==> config.mk <==
export PLATFORM = sky130hd
export DESIGN_NAME = controlUnit
export DESIGN_NICKNAME = d
export VERILOG_FILES = /design/src/design/decodePkg.sv /design/src/design/ctrlBundleIf.sv /design/src/design/instrClassifier.sv /design/src/design/aluOpDecoder.sv /design/src/design/memOpDecoder.sv /design/src/design/flowDecoder.sv /design/src/design/stackDecoder.sv /design/src/design/ctrlRegister.sv /design/src/design/controlUnit.sv
export VERILOG_INCLUDE_DIRS = /design/src /design/src/design
export SDC_FILE = /design/constraint.sdc
export NUM_CORES = 1
export LEC_CHECK = 0
export ABC_CLOCK_PERIOD_IN_PS = 2800
export BUFFER_PORTS_ARGS = -buffer_cell sky130_fd_sc_hd__buf_2
export CAP_MARGIN = 20
export CORE_MARGIN = 5
export CORE_UTILIZATION = 33
export DETAILED_ROUTE_END_ITERATION = 8
export MAX_ROUTING_LAYER = met4
export PLACE_DENSITY = 0.59
export SETUP_SLACK_MARGIN = 0.15
export SYNTH_ARGS = -nofsm -noshare
export SYNTH_HDL_FRONTEND = slang
export SYNTH_HIERARCHICAL = 1
export SYNTH_SLANG_ARGS = --single-unit
==> constraint.sdc <==
create_clock -name clk -period 2.8 [get_ports clk]
set_clock_uncertainty 0.05 [all_clocks]
set_input_delay 0.42 -clock clk [delete_from_list [all_inputs] [get_ports clk]]
set_output_delay 0.42 -clock clk [all_outputs]
set_load 0.01 [all_outputs]
==> src/design/decode_config.svh <==
`ifndef DECODE_CONFIG_SVH
`define DECODE_CONFIG_SVH

////////////////////////////////////////////////////////////
// Field widths
////////////////////////////////////////////////////////////

// Full instruction word
`define INSTR_W 18

// ALU opcode and register select fields
`define OPF_W 4

// Immediate and memory address
`define DATA_W 16

// Absolute address field of the flow group
`define ADDR_IMM_W 14

////////////////////////////////////////////////////////////
// Special registers
////////////////////////////////////////////////////////////

// Both sit behind the second register write port
`define SP_REG 13
`define FP_REG 12

`endif

==> src/design/decodePkg.sv <==
`include "decode_config.svh"

package decodePkg;

	// Instruction form, decided once by the classifier
	typedef enum logic [2:0] {
		clsAluReg,
		clsMemMove,
		clsAluImm,
		clsFlow,
		clsStack,
		clsStep,
		clsIllegal
	} instClass_t;

	// Codes 0 and 1 in bits 15:12 select the register and memory forms
	typedef enum logic [`OPF_W-1:0] {
		aluRegForm = 4'd0,
		aluMemForm = 4'd1,
		aluAdd = 4'd2,
		aluSub = 4'd3,
		aluAnd = 4'd4,
		aluOr = 4'd5,
		aluXor = 4'd6,
		aluNot = 4'd7,
		aluLsh = 4'd8,
		aluRsh = 4'd9,
		aluArsh = 4'd10,
		aluCmp = 4'd11,
		aluCmpr = 4'd12,
		aluMul = 4'd13,
		aluFmul = 4'd14,
		aluMovr = 4'd15
	} aluOp_t;

	typedef enum logic [3:0] {
		memMovmr = 4'd0,
		memMovrm = 4'd1
	} memOp_t;

	// Bits 17:14 of the flow and stack groups
	typedef enum logic [3:0] {
		specCall = 4'd4,
		specMovmri = 4'd5,
		specMovrmi = 4'd6,
		specRet = 4'd7,
		specJl = 4'd8,
		specJle = 4'd9,
		specJne = 4'd10,
		specJe = 4'd11,
		specPop = 4'd12,
		specPush = 4'd13,
		specPushi = 4'd14
	} specOp_t;

	typedef enum logic [5:0] {
		stepIncr = 6'd60,
		stepDecr = 6'd61
	} stepOp_t;

	typedef struct packed {
		logic low;
		logic negative;
		logic zero;
	} flags_t;

	// Datapath bus steering, immToOperand in bit 0
	typedef struct packed {
		logic stepUp;
		logic stepDown;
		logic stepToBus2;
		logic stepToBus1;
		logic pcIncrement;
		logic pcFromAddr;
		logic pcFromMem;
		logic memToBus2;
		logic memToBus1;
		logic dataFromReg;
		logic addrFromImm;
		logic addrFromReg;
		logic regToBus2;
		logic regToBus1;
		logic immToBus2;
		logic immToBus1;
		logic aluToBus2;
		logic aluToBus1;
		logic regToOperand;
		logic immToOperand;
	} bufCtrl_t;

	// FP and SP can only be written through port 2
	function automatic logic isPort2Reg(input logic [`OPF_W-1:0] regNum);
		return (regNum == `OPF_W'(`SP_REG)) || (regNum == `OPF_W'(`FP_REG));
	endfunction

endpackage

==> src/design/ctrlBundleIf.sv <==
`timescale 1ns/1ps
`include "decode_config.svh"

interface ctrlBundleIf;
	import decodePkg::*;

	aluOp_t aluOp;
	logic writeEn1;
	logic writeEn2;
	logic [`DATA_W-1:0] immediate;
	bufCtrl_t bufCtrl;
	logic [`OPF_W-1:0] destSel;
	logic [`OPF_W-1:0] destSel2;
	logic [`OPF_W-1:0] srcSel;
	logic flagWrite;
	logic memWrite;
	logic memRead;
	logic [`DATA_W-1:0] addr;

	modport decoder (output aluOp, writeEn1, writeEn2, immediate, bufCtrl, destSel,
		destSel2, srcSel, flagWrite, memWrite, memRead, addr);

	modport sink (input aluOp, writeEn1, writeEn2, immediate, bufCtrl, destSel,
		destSel2, srcSel, flagWrite, memWrite, memRead, addr);

endinterface

==> src/design/instrClassifier.sv <==
`timescale 1ns/1ps
`include "decode_config.svh"

module instrClassifier (
	input logic [`INSTR_W-1:0] instruction,
	output decodePkg::instClass_t instClass,
	output logic immForm
);
	import decodePkg::*;

	always_comb begin
		if (instruction[17:16] == 2'b00) begin
			// Normal forms, split on the upper opcode field
			if (instruction[15:12] == 4'b0000) begin
				instClass = clsAluReg;
			end else if (instruction[15:12] == 4'b0001) begin
				instClass = clsMemMove;
			end else begin
				instClass = clsAluImm;
			end
		end else if (instruction[17:16] == 2'b01 || instruction[17:16] == 2'b10) begin
			// 14-bit absolute address group
			instClass = clsFlow;
		end else if (instruction[17:14] inside {4'b1100, 4'b1101, 4'b1110}) begin
			instClass = clsStack;
		end else if (instruction[17:14] == 4'b1111) begin
			instClass = clsStep;
		end else begin
			instClass = clsIllegal;
		end
	end

	// Tells the ALU decoder where its opcode and source come from
	assign immForm = (instClass == clsAluImm);

endmodule

==> src/design/aluOpDecoder.sv <==
`timescale 1ns/1ps
`include "decode_config.svh"

module aluOpDecoder (
	input logic [`INSTR_W-1:0] instruction,
	input logic immForm,
	ctrlBundleIf.decoder bundle
);
	import decodePkg::*;

	aluOp_t opcode;
	logic [`OPF_W-1:0] dest;
	logic toPort2;
	logic knownOp;

	assign opcode = aluOp_t'(immForm ? instruction[15:12] : instruction[7:4]);
	assign dest = instruction[11:8];
	assign toPort2 = isPort2Reg(dest);
	assign knownOp = opcode inside {[aluAdd:aluCmpr], aluMovr};

	always_comb begin
		bundle.aluOp = aluRegForm;
		bundle.writeEn1 = 1'b0;
		bundle.writeEn2 = 1'b0;
		bundle.immediate = '0;
		bundle.bufCtrl = '0;
		bundle.bufCtrl.pcIncrement = 1'b1;
		bundle.destSel = '0;
		bundle.destSel2 = '0;
		bundle.srcSel = '0;
		bundle.flagWrite = 1'b0;
		bundle.memWrite = 1'b0;
		bundle.memRead = 1'b0;
		bundle.addr = '0;

		if (knownOp) begin
			bundle.aluOp = opcode;
			bundle.destSel = dest;
			bundle.destSel2 = dest;
			// Immediate form operates on its own destination
			bundle.srcSel = immForm ? dest : instruction[3:0];
			bundle.immediate = immForm ? `DATA_W'(instruction[7:0]) : '0;
			bundle.bufCtrl.immToOperand = immForm;
			bundle.bufCtrl.regToOperand = ~immForm;
		end

		case (opcode)
			aluAdd, aluSub, aluAnd, aluOr, aluXor, aluNot, aluLsh, aluRsh, aluArsh: begin
				bundle.flagWrite = 1'b1;
				bundle.writeEn1 = ~toPort2;
				bundle.writeEn2 = toPort2;
				bundle.bufCtrl.aluToBus1 = ~toPort2;
				bundle.bufCtrl.aluToBus2 = toPort2;
			end
			// Compares only update the flags
			aluCmp, aluCmpr: bundle.flagWrite = 1'b1;
			aluMovr: begin
				bundle.writeEn1 = ~toPort2;
				bundle.writeEn2 = toPort2;
				bundle.bufCtrl.regToBus1 = ~immForm & ~toPort2;
				bundle.bufCtrl.regToBus2 = ~immForm & toPort2;
				bundle.bufCtrl.immToBus1 = immForm & ~toPort2;
				bundle.bufCtrl.immToBus2 = immForm & toPort2;
			end
			default: ;
		endcase
	end

endmodule

==> src/design/memOpDecoder.sv <==
`timescale 1ns/1ps
`include "decode_config.svh"

module memOpDecoder (
	input logic [`INSTR_W-1:0] instruction,
	ctrlBundleIf.decoder bundle
);
	import decodePkg::*;

	memOp_t op;
	logic [`OPF_W-1:0] dest;
	logic toPort2;
	logic knownOp;

	assign op = memOp_t'(instruction[7:4]);
	assign dest = instruction[11:8];
	assign toPort2 = isPort2Reg(dest);
	assign knownOp = op inside {memMovmr, memMovrm};

	always_comb begin
		bundle.aluOp = aluRegForm;
		bundle.writeEn1 = 1'b0;
		bundle.writeEn2 = 1'b0;
		bundle.immediate = '0;
		bundle.bufCtrl = '0;
		bundle.bufCtrl.pcIncrement = 1'b1;
		bundle.destSel = '0;
		bundle.destSel2 = '0;
		bundle.srcSel = '0;
		bundle.flagWrite = 1'b0;
		bundle.memWrite = 1'b0;
		bundle.memRead = 1'b0;
		bundle.addr = '0;

		// Address always comes from the source register
		if (knownOp) begin
			bundle.destSel = dest;
			bundle.destSel2 = dest;
			bundle.srcSel = instruction[3:0];
			bundle.bufCtrl.regToOperand = 1'b1;
			bundle.bufCtrl.addrFromReg = 1'b1;
		end

		case (op)
			memMovmr: begin
				bundle.memRead = 1'b1;
				bundle.writeEn1 = ~toPort2;
				bundle.writeEn2 = toPort2;
				bundle.bufCtrl.memToBus1 = ~toPort2;
				bundle.bufCtrl.memToBus2 = toPort2;
			end
			memMovrm: begin
				bundle.memWrite = 1'b1;
				bundle.bufCtrl.dataFromReg = 1'b1;
			end
			default: ;
		endcase
	end

endmodule

==> src/design/flowDecoder.sv <==
`timescale 1ns/1ps
`include "decode_config.svh"

module flowDecoder (
	input logic [`INSTR_W-1:0] instruction,
	input decodePkg::flags_t flags,
	ctrlBundleIf.decoder bundle
);
	import decodePkg::*;

	specOp_t op;
	logic knownOp;
	logic jumpTaken;

	assign op = specOp_t'(instruction[17:14]);
	assign knownOp = op inside {[specCall:specJe]};

	// Branch condition, only looked at for the four jumps
	always_comb begin
		case (op)
			specJl: jumpTaken = flags.low | flags.negative;
			specJle: jumpTaken = flags.low | flags.negative | flags.zero;
			specJne: jumpTaken = ~flags.zero;
			specJe: jumpTaken = flags.zero;
			default: jumpTaken = 1'b0;
		endcase
	end

	always_comb begin
		bundle.aluOp = aluRegForm;
		bundle.writeEn1 = 1'b0;
		bundle.writeEn2 = 1'b0;
		bundle.immediate = '0;
		bundle.bufCtrl = '0;
		bundle.bufCtrl.pcIncrement = 1'b1;
		bundle.destSel = '0;
		bundle.destSel2 = '0;
		bundle.srcSel = '0;
		bundle.flagWrite = 1'b0;
		bundle.memWrite = 1'b0;
		bundle.memRead = 1'b0;
		bundle.addr = '0;

		if (knownOp) begin
			// Absolute address taken straight from the instruction
			bundle.addr = `DATA_W'(instruction[`ADDR_IMM_W-1:0]);
			// Register 15 receives absolute loads
			bundle.destSel = `OPF_W'(15);
			bundle.bufCtrl.regToOperand = 1'b1;
			bundle.bufCtrl.addrFromImm = 1'b1;
		end

		case (op)
			specCall: begin
				bundle.memWrite = 1'b1;
				bundle.bufCtrl.memToBus1 = 1'b1;
				bundle.bufCtrl.addrFromReg = 1'b1;
			end
			specMovmri: begin
				bundle.memRead = 1'b1;
				bundle.writeEn1 = 1'b1;
				bundle.bufCtrl.memToBus1 = 1'b1;
			end
			specMovrmi: begin
				bundle.memWrite = 1'b1;
				bundle.bufCtrl.dataFromReg = 1'b1;
			end
			// Return address is read back from memory
			specRet: begin
				bundle.memRead = 1'b1;
				bundle.bufCtrl.pcFromMem = 1'b1;
				bundle.bufCtrl.pcIncrement = 1'b0;
			end
			specJl, specJle, specJne, specJe: begin
				bundle.bufCtrl.pcFromAddr = jumpTaken;
				bundle.bufCtrl.pcIncrement = ~jumpTaken;
			end
			default: ;
		endcase
	end

endmodule

==> src/design/stackDecoder.sv <==
`timescale 1ns/1ps
`include "decode_config.svh"

module stackDecoder (
	input logic [`INSTR_W-1:0] instruction,
	ctrlBundleIf.decoder bundle
);
	import decodePkg::*;

	specOp_t stackOp;
	stepOp_t stepOp;
	logic [`OPF_W-1:0] stackReg;
	logic [`OPF_W-1:0] stepReg;
	logic stepPort2;
	logic knownStack;
	logic knownStep;

	assign stackOp = specOp_t'(instruction[17:14]);
	assign stepOp = stepOp_t'(instruction[17:12]);
	assign stackReg = instruction[13:10];
	assign stepReg = instruction[11:8];
	assign stepPort2 = isPort2Reg(stepReg);
	assign knownStack = stackOp inside {specPop, specPush, specPushi};
	assign knownStep = stepOp inside {stepIncr, stepDecr};

	always_comb begin
		bundle.aluOp = aluRegForm;
		bundle.writeEn1 = 1'b0;
		bundle.writeEn2 = 1'b0;
		bundle.immediate = '0;
		bundle.bufCtrl = '0;
		bundle.bufCtrl.pcIncrement = 1'b1;
		bundle.destSel = '0;
		bundle.destSel2 = '0;
		bundle.srcSel = '0;
		bundle.flagWrite = 1'b0;
		bundle.memWrite = 1'b0;
		bundle.memRead = 1'b0;
		bundle.addr = '0;

		////////////////////////////////////////////////////////////
		// POP, PUSH, PUSHI
		////////////////////////////////////////////////////////////
		if (knownStack) begin
			// SP addresses memory and is updated through port 2
			bundle.srcSel = `OPF_W'(`SP_REG);
			bundle.destSel2 = `OPF_W'(`SP_REG);
			bundle.bufCtrl.addrFromReg = 1'b1;
			bundle.bufCtrl.dataFromReg = 1'b1;
		end

		case (stackOp)
			specPop: begin
				// Popping into FP or SP would corrupt the frame
				if (!isPort2Reg(stackReg)) begin
					bundle.memRead = 1'b1;
					bundle.writeEn1 = 1'b1;
					bundle.writeEn2 = 1'b1;
					bundle.destSel = stackReg;
					bundle.bufCtrl.regToOperand = 1'b1;
					bundle.bufCtrl.stepToBus2 = 1'b1;
					bundle.bufCtrl.stepDown = 1'b1;
				end
			end
			specPush: begin
				bundle.memWrite = 1'b1;
				bundle.writeEn2 = 1'b1;
				bundle.destSel = stackReg;
				bundle.bufCtrl.regToOperand = 1'b1;
				bundle.bufCtrl.stepToBus2 = 1'b1;
				bundle.bufCtrl.stepUp = 1'b1;
			end
			specPushi: begin
				bundle.memWrite = 1'b1;
				bundle.writeEn2 = 1'b1;
				bundle.bufCtrl.immToOperand = 1'b1;
				bundle.bufCtrl.stepToBus2 = 1'b1;
				bundle.bufCtrl.stepUp = 1'b1;
			end
			default: ;
		endcase

		////////////////////////////////////////////////////////////
		// INCR, DECR
		////////////////////////////////////////////////////////////
		if (knownStep) begin
			bundle.srcSel = stepReg;
			bundle.destSel = stepReg;
			bundle.destSel2 = stepReg;
			bundle.writeEn1 = ~stepPort2;
			bundle.writeEn2 = stepPort2;
			bundle.bufCtrl.stepToBus1 = ~stepPort2;
			bundle.bufCtrl.stepToBus2 = stepPort2;
			bundle.bufCtrl.stepUp = (stepOp == stepIncr);
			bundle.bufCtrl.stepDown = (stepOp == stepDecr);
		end
	end

endmodule

==> src/design/ctrlRegister.sv <==
`timescale 1ns/1ps
`include "decode_config.svh"

module ctrlRegister (
	input logic clk,
	input logic rst,
	input decodePkg::instClass_t instClass,
	ctrlBundleIf.sink aluBundle,
	ctrlBundleIf.sink memBundle,
	ctrlBundleIf.sink flowBundle,
	ctrlBundleIf.sink stackBundle,
	output logic [`OPF_W-1:0] aluOp,
	output logic writeEn1,
	output logic writeEn2,
	output logic [`DATA_W-1:0] immediate,
	output decodePkg::bufCtrl_t bufCtrl,
	output logic [`OPF_W-1:0] destSel,
	output logic [`OPF_W-1:0] destSel2,
	output logic [`OPF_W-1:0] srcSel,
	output logic flagWrite,
	output logic memWrite,
	output logic memRead,
	output logic [`DATA_W-1:0] addr
);
	import decodePkg::*;

	// Four selects, immediate and address, steering, five strobes
	localparam int WORD_W = 4 * `OPF_W + 2 * `DATA_W + $bits(bufCtrl_t) + 5;

	logic [WORD_W-1:0] aluWord;
	logic [WORD_W-1:0] memWord;
	logic [WORD_W-1:0] flowWord;
	logic [WORD_W-1:0] stackWord;
	logic [WORD_W-1:0] nextWord;
	logic [WORD_W-1:0] wordQ;

	assign aluWord = {aluBundle.aluOp, aluBundle.writeEn1, aluBundle.writeEn2,
		aluBundle.immediate, aluBundle.bufCtrl, aluBundle.destSel, aluBundle.destSel2,
		aluBundle.srcSel, aluBundle.flagWrite, aluBundle.memWrite, aluBundle.memRead,
		aluBundle.addr};
	assign memWord = {memBundle.aluOp, memBundle.writeEn1, memBundle.writeEn2,
		memBundle.immediate, memBundle.bufCtrl, memBundle.destSel, memBundle.destSel2,
		memBundle.srcSel, memBundle.flagWrite, memBundle.memWrite, memBundle.memRead,
		memBundle.addr};
	assign flowWord = {flowBundle.aluOp, flowBundle.writeEn1, flowBundle.writeEn2,
		flowBundle.immediate, flowBundle.bufCtrl, flowBundle.destSel, flowBundle.destSel2,
		flowBundle.srcSel, flowBundle.flagWrite, flowBundle.memWrite, flowBundle.memRead,
		flowBundle.addr};
	assign stackWord = {stackBundle.aluOp, stackBundle.writeEn1, stackBundle.writeEn2,
		stackBundle.immediate, stackBundle.bufCtrl, stackBundle.destSel,
		stackBundle.destSel2, stackBundle.srcSel, stackBundle.flagWrite,
		stackBundle.memWrite, stackBundle.memRead, stackBundle.addr};

	always_comb begin
		case (instClass)
			clsAluReg, clsAluImm: nextWord = aluWord;
			clsMemMove: nextWord = memWord;
			clsFlow: nextWord = flowWord;
			clsStack, clsStep: nextWord = stackWord;
			default: nextWord = '0;
		endcase
	end

	always_ff @(posedge clk) begin
		if (rst) begin
			wordQ <= '0;
		end else begin
			wordQ <= nextWord;
		end
	end

	assign {aluOp, writeEn1, writeEn2, immediate, bufCtrl, destSel, destSel2, srcSel,
		flagWrite, memWrite, memRead, addr} = wordQ;

endmodule

==> src/design/controlUnit.sv <==
`timescale 1ns/1ps
`include "decode_config.svh"

module controlUnit (
	input logic clk,
	input logic rst,
	input logic [`INSTR_W-1:0] instruction,
	input decodePkg::flags_t flags,
	output logic [`OPF_W-1:0] aluOp,
	output logic writeEn1,
	output logic writeEn2,
	output logic [`DATA_W-1:0] immediate,
	output decodePkg::bufCtrl_t bufCtrl,
	output logic [`OPF_W-1:0] destSel,
	output logic [`OPF_W-1:0] destSel2,
	output logic [`OPF_W-1:0] srcSel,
	output logic flagWrite,
	output logic memWrite,
	output logic memRead,
	output logic [`DATA_W-1:0] addr
);
	import decodePkg::*;

	instClass_t instClass;
	logic immForm;

	// One control word per instruction group
	ctrlBundleIf aluBundle ();
	ctrlBundleIf memBundle ();
	ctrlBundleIf flowBundle ();
	ctrlBundleIf stackBundle ();

	instrClassifier classifier (
		.instruction(instruction),
		.instClass(instClass),
		.immForm(immForm)
	);

	aluOpDecoder aluDec (
		.instruction(instruction),
		.immForm(immForm),
		.bundle(aluBundle.decoder)
	);

	memOpDecoder memDec (
		.instruction(instruction),
		.bundle(memBundle.decoder)
	);

	flowDecoder flowDec (
		.instruction(instruction),
		.flags(flags),
		.bundle(flowBundle.decoder)
	);

	stackDecoder stackDec (
		.instruction(instruction),
		.bundle(stackBundle.decoder)
	);

	// Output stage, one cycle after the instruction
	ctrlRegister outReg (
		.clk(clk),
		.rst(rst),
		.instClass(instClass),
		.aluBundle(aluBundle.sink),
		.memBundle(memBundle.sink),
		.flowBundle(flowBundle.sink),
		.stackBundle(stackBundle.sink),
		.aluOp(aluOp),
		.writeEn1(writeEn1),
		.writeEn2(writeEn2),
		.immediate(immediate),
		.bufCtrl(bufCtrl),
		.destSel(destSel),
		.destSel2(destSel2),
		.srcSel(srcSel),
		.flagWrite(flagWrite),
		.memWrite(memWrite),
		.memRead(memRead),
		.addr(addr)
	);

endmodule

# After elaboration in Yosys (flattened, before gate mapping)
# Index checks and enable logic that the tools add are counted.
# op_classes
n_bitwise	10
n_reduce_logical	23
eq_ne	39
n_mux	59
magnitude_cmp	4
# ops
operator	count
case mux 73 bit (4 select lines)	1
equality test 4 bit (second input constant)	18
two-way mux 4 bit	14
equality test 4 x 3 -> 1 bit (second input constant)	8
two-way mux 1 bit	25
two-way mux 16 bit	1
two-way mux 14 bit	1
equality test 6 bit (second input constant)	2
two-way mux 2 bit	6
two-way mux 3 bit	4
OR reduction 2 bit	6
OR reduction 11 bit	1
OR reduction 10 bit	1
OR reduction 9 bit	1
equality test 4 x 1 -> 1 bit (second input constant)	2
equality test 4 x 2 -> 1 bit (second input constant)	2
<= comparator 4 bit (second input constant)	2
logical NOT 4 bit	2
two-way mux 8 bit	1
case mux 1 bit (2 select lines)	4
case mux 4 bit (2 select lines)	1
equality test 3 x 2 -> 1 bit (second input constant)	2
equality test 3 bit (second input constant)	2
nonzero test 2 bit	3
other kinds (15)	25
# totals
inputBits	23
reg_bits	73

# Logic depth before layout (Yosys ltp)
# logic_depth
ltp_word	12
mapped_depth	11
depth_no_buf	9

# Cells and area by module
# The synthesis kept the hierarchy.
# by_module_without_submodules
module	cells_each	n_inst	area_each_um2
ctrlRegister	344	1	3357.0
aluOpDecoder	111	1	857.1
flowDecoder	101	1	695.7
stackDecoder	100	1	690.7
memOpDecoder	79	1	590.6
instrClassifier	11	1	91.3

# Worst setup path before layout
# OpenSTA, ideal clock, no wires.
# synth_path
kind	input port to flip-flop
startpoint	input port instruction[16]
endpoint	register outReg.wordQ[23]
cell_stages	11
arrival_ns	2.374
t_required_ns	2.618
path_buffers	2
setup_time_ns	0.132
slack_ns	0.244
path_cell_list	inv_1 ha_1 nor2b_1 nor3_1 buf_6 mux2_2 nor3_4 a311oi_1 buf_4 a32oi_1 a21oi_1
# synth_via
elab_chain_cells	12
elab_cells_between_ends	34
# synth_rtl
element	line_no	source
from (decl)	controlUnit.sv:7	input logic [`INSTR_W-1:0] instruction,
equality test 4 bit, on equally long branches	instrClassifier.sv:24, instrClassifier.sv:26	
nonzero test 3 bit or two-way mux 2 bit (tied branches)	instrClassifier.sv:24, instrClassifier.sv:26	
two-way mux 3 bit	instrClassifier.sv:24	end else if (instruction[17:14] inside {4'b1100, 4'b1101, 4'b1110}) begin
two-way mux 3 bit	instrClassifier.sv:21	end else if (instruction[17:16] == 2'b01 || instruction[17:16] == 2'b10) begin
two-way mux 3 bit *	instrClassifier.sv:12	if (instruction[17:16] == 2'b00) begin
equality test 3 x 2 -> 1 bit *	instrClassifier.sv:34	assign immForm = (instClass == clsAluImm);
named net immForm	controlUnit.sv:25	logic immForm;
two-way mux 4 bit *	aluOpDecoder.sv:16	assign opcode = aluOp_t'(immForm ? instruction[15:12] : instruction[7:4]);
>= comparator 4 x 2 -> 1 bit or <= comparator 4 bit (tied branches)	aluOpDecoder.sv:19	assign knownOp = opcode inside {[aluAdd:aluCmpr], aluMovr};
logical AND 1 bit	aluOpDecoder.sv:19	
nonzero test 2 bit *	aluOpDecoder.sv:19	
two-way mux 4 bit *	--	
named net aluBundle.destSel[0]	ctrlBundleIf.sv:12	logic [`OPF_W-1:0] destSel;
case mux 73 bit (4 select lines) *	ctrlRegister.sv:55	case (instClass)
to (signal assigned)	ctrlRegister.sv:68	wordQ <= nextWord;
to (decl)	ctrlRegister.sv:35	logic [WORD_W-1:0] wordQ;
# The timed path passes the listed nets; every way through them passes the cells marked *.
# A chain may end at the register's enable or synchronous reset.

# Worst setup path after layout
# layout_path
startpoint	input port instruction[16]
endpoint	register outReg.wordQ[28]
# layout_via
elab_chain_cells	12
elab_cells_between_ends	38
# layout_rtl
element	line_no	source
equality test 4 bit, on equally long branches	instrClassifier.sv:24, instrClassifier.sv:26	
nonzero test 3 bit or two-way mux 2 bit (tied branches)	instrClassifier.sv:24, instrClassifier.sv:26	
two-way mux 3 bit	instrClassifier.sv:24	
two-way mux 3 bit	instrClassifier.sv:21	
two-way mux 3 bit *	instrClassifier.sv:12	
equality test 3 x 2 -> 1 bit *	instrClassifier.sv:34	
named net immForm	controlUnit.sv:25	
two-way mux 4 bit *	aluOpDecoder.sv:16	
>= comparator 4 x 2 -> 1 bit or <= comparator 4 bit (tied branches)	aluOpDecoder.sv:19	
logical AND 1 bit	aluOpDecoder.sv:19	
nonzero test 2 bit *	aluOpDecoder.sv:19	
two-way mux 4 bit *	aluOpDecoder.sv:36	if (knownOp) begin
named net aluBundle.destSel[1]	ctrlBundleIf.sv:12	
case mux 73 bit (4 select lines) *	ctrlRegister.sv:55	
# Marked as above.

==> impl_metrics.ini <==
[finish]
areaGrowthSynthToFinish_pct = 2.57
reg_top3 = outReg/wordQ: 73 flops
drive_gt1_share_pct = 21.9
finalNonFillerCells = 1036
final_area_um2 = 6440
final_nets = 825
largest_register_ffs = 73
antenna_cells = 0
largest_register = outReg/wordQ

[global_route]
grt_max_degree = 62
grt_pass1_vias = 4807
grt-ovfl-total = 0
antenna_found_initial = 0
grt_usage_pct = 15.3
grt_pass1_wl_mm = 26.0

[critical_path]
end_kind = flip-flop
arrival_ns = 2.68
worstPathBufferInverterCount = 3
cp-start-kind = input pin
crit_type = input pin to flip-flop
cp_cell_sequence = buf_2 > inv_1 > ha_1 > nor2b_1 > nor3_2 > buf_12 > mux2_2 > nor3_4 > a311oi_1 > a32oi_1 > a21oi_1
required_ns = 2.97
slowest_stage = mux2_2
crit_fanout = 15
cp-startpoint = instruction[16]
path_delay_family = simple AND/OR/NAND/NOR gates
cpPeakStageDelay_ns = 0.47

[sta]
hold_viol_final = 0
max_freq_mhz = 399
post-route-min-period_ns = 2.51
setup_viol = 0
finalWorstSetupSlack_ns = 0.292
worst_pin_slew_ns = 0.533
max_slew_margin_pct = 64.5
slew_viol_final = 0
finalSetupTns_ns = 0
rsz0062_at_grt = false
period_share_pct = 89.6

[synth]
synthTopCellsByCount = 212 x buf_4, 84 x a21oi_1, 73 x a22oi_1, 73 x a32oi_1, 73 x dfxtp_1
synthFlopType = dfxtp_1
yosys.area.top_type_share_pct = 25.3
yosys_warnings = 6
synth_seq_cells = 73
synth_top_area_cell = buf_4
syn_avg_cell_area_um2 = 8.42
synthMostInstantiatedCell = buf_4
synth_edf_count = 0
ys_seq_area_share_pct = 23.3
syn_area_um2 = 6280
syn_inst = 746
synthArstFlopShare_pct = 0
ys_top_cells_by_area = buf_4 25%, dfxtp_1 23%, a32oi_1 10%
ys_types = 61

[drt]
drc = 0
drt_iter0_markers = 336
wl_per_cell_um = 15.7
via_per_inst = 4.71
dr.pass1.iters = 5
ant_nets = 0
vias = 4884
routed_wl_mm = 16.2

[flow_run]
maxCapViolCount = 0

[worst_hold_path]
min_path_type = input pin to flip-flop
worst_hold_startpoint = rst
hold_depth = 3
hold-path-endpoint = outReg/wordQ[1]$_SDFF_PP0_

[place]
portBuffers = 95
gp_congestion = 0.904
dp_cells = 1020
placed_cell_area_um2 = 6130
place_ws_ns = -0.0353
dp_hpwl_mm = 11.5

[outcome]
outcome = completed

[clock_tree]
cts_num_sinks = 73
htreeDepth = 3
cts_hold_buf = 0
clk_pin_slew_ns = 0.06
postCtsSetupRepairBufs = 0
clock_path_buffers = 2
cts_resized = 0
cts_tree = yes
clock-root-buffer = clkbuf_16
cts_buffers = 9

[floorplanning]
die_w_um = 148
start_util_pct = 33.6
io_pins = 96
die_y_um = 148
core-area_um2 = 18700
die_area_um2 = 21900
row_count = 50

[power]
p_per_area_nw_per_um2 = 493
ir_worst_vdd_mv = 0.242
power.leakage_nw = 2.76
[worst max-delay path by stage]
stage,slack (ns),cells past startpoint,end
finish,0.29,11,outReg/wordQ[28]$_SDFF_PP0_
floorplan,0.24,11,outReg/wordQ[23]$_SDFF_PP0_
detailed placement,-0.04,11,outReg/wordQ[26]$_SDFF_PP0_
global placement,0.02,12,outReg/wordQ[67]$_SDFF_PP0_
global route,0.16,11,outReg/wordQ[26]$_SDFF_PP0_
CTS,0.34,11,outReg/wordQ[26]$_SDFF_PP0_
[where the power goes]
group          switching [mW]  leakage [nW]  total (mW)  internal, mW
sequential             0.0219         0.599        1.14          1.12
clock                   0.457         0.149        1.20         0.739
combinational           0.521          2.01       0.840         0.319
total                    1.00          2.76        3.18          2.18
[kinds of logic after synthesis]
group | share of synthesized area [%]
AOI/OAI and AO/OA | 30.6
adders and majority gates | 0.996
buffers and inverters | 31.9
DFF | 23.3
muxes | 2.43
other | 0.418
xor gates and xnor gates | 0.996
and+or+nand+nor | 9.40
[cell usage in the layout (no fill, tap or decap), drive strengths merged, types with 2 or more instances in the layout]
cell type | netlist | final
conb | 7 | 183
buf | 249 | 129
a21oi | 84 | 84
a32oi | 73 | 73
a22oi | 73 | 73
dfxtp | 73 | 73
and2 | 20 | 20
nor2b | 19 | 19
nor2 | 16 | 16
inv | 15 | 15
nor3 | 13 | 13
clkbuf | 16 | 12
a31oi | 9 | 9
a311oi | 9 | 9
nand2 | 8 | 8
mux2i | 8 | 8
ha | 5 | 5
mux2 | 5 | 5
a21o | 5 | 5
o21ai | 4 | 4
a22o | 3 | 3
xnor2 | 3 | 3
nand3b | 3 | 3
o31ai | 2 | 2
xor2 | 2 | 2
nand2b | 2 | 2
nand3 | 2 | 2
nor4b | 2 | 2
clkinv | 0 | 2
[layout make-up]
type,count,area [µm²]
tap,234,293
inverter,15,58.8
timing repair buffer,129,818
clock inverter,4,51.3
multi-input combinational,569,3500
sequential,73,1460
fill,1993,12300
clock buffer,12,256
[per-stage QoR]
| stage | power, mW | util, % | hold slack, ns |
|---|---|---|---|
| floorplan | 1.92 | - | 0.650 |
| global placement | 1.99 | 32.8 | 0.766 |
| detailed placement | 1.99 | 32.8 | 0.764 |
| CTS | 3.21 | 34.4 | 0.498 |
| global route | 3.35 | 34.4 | 0.554 |
| finish | 3.18 | 34.4 | 0.515 |
[worst min-delay path: cells and delay by family]
kind / cells / cell delay, ns
compound gates: 2 / 0.34
buf+inv: 1 / 0.08
[layer usage]
metal	wire, µm	share of wire (%)	track usage, %	up-vias
li1	-	-	-	2470
met1	7530	46	19.8	2237
met2	7300	45	22.9	156
met3	1020	6.3	4.14	21
met4	396	2.4	5.50	0
met5	0	0	-	-
Note: power is estimated with default switching activity, not from simulation.
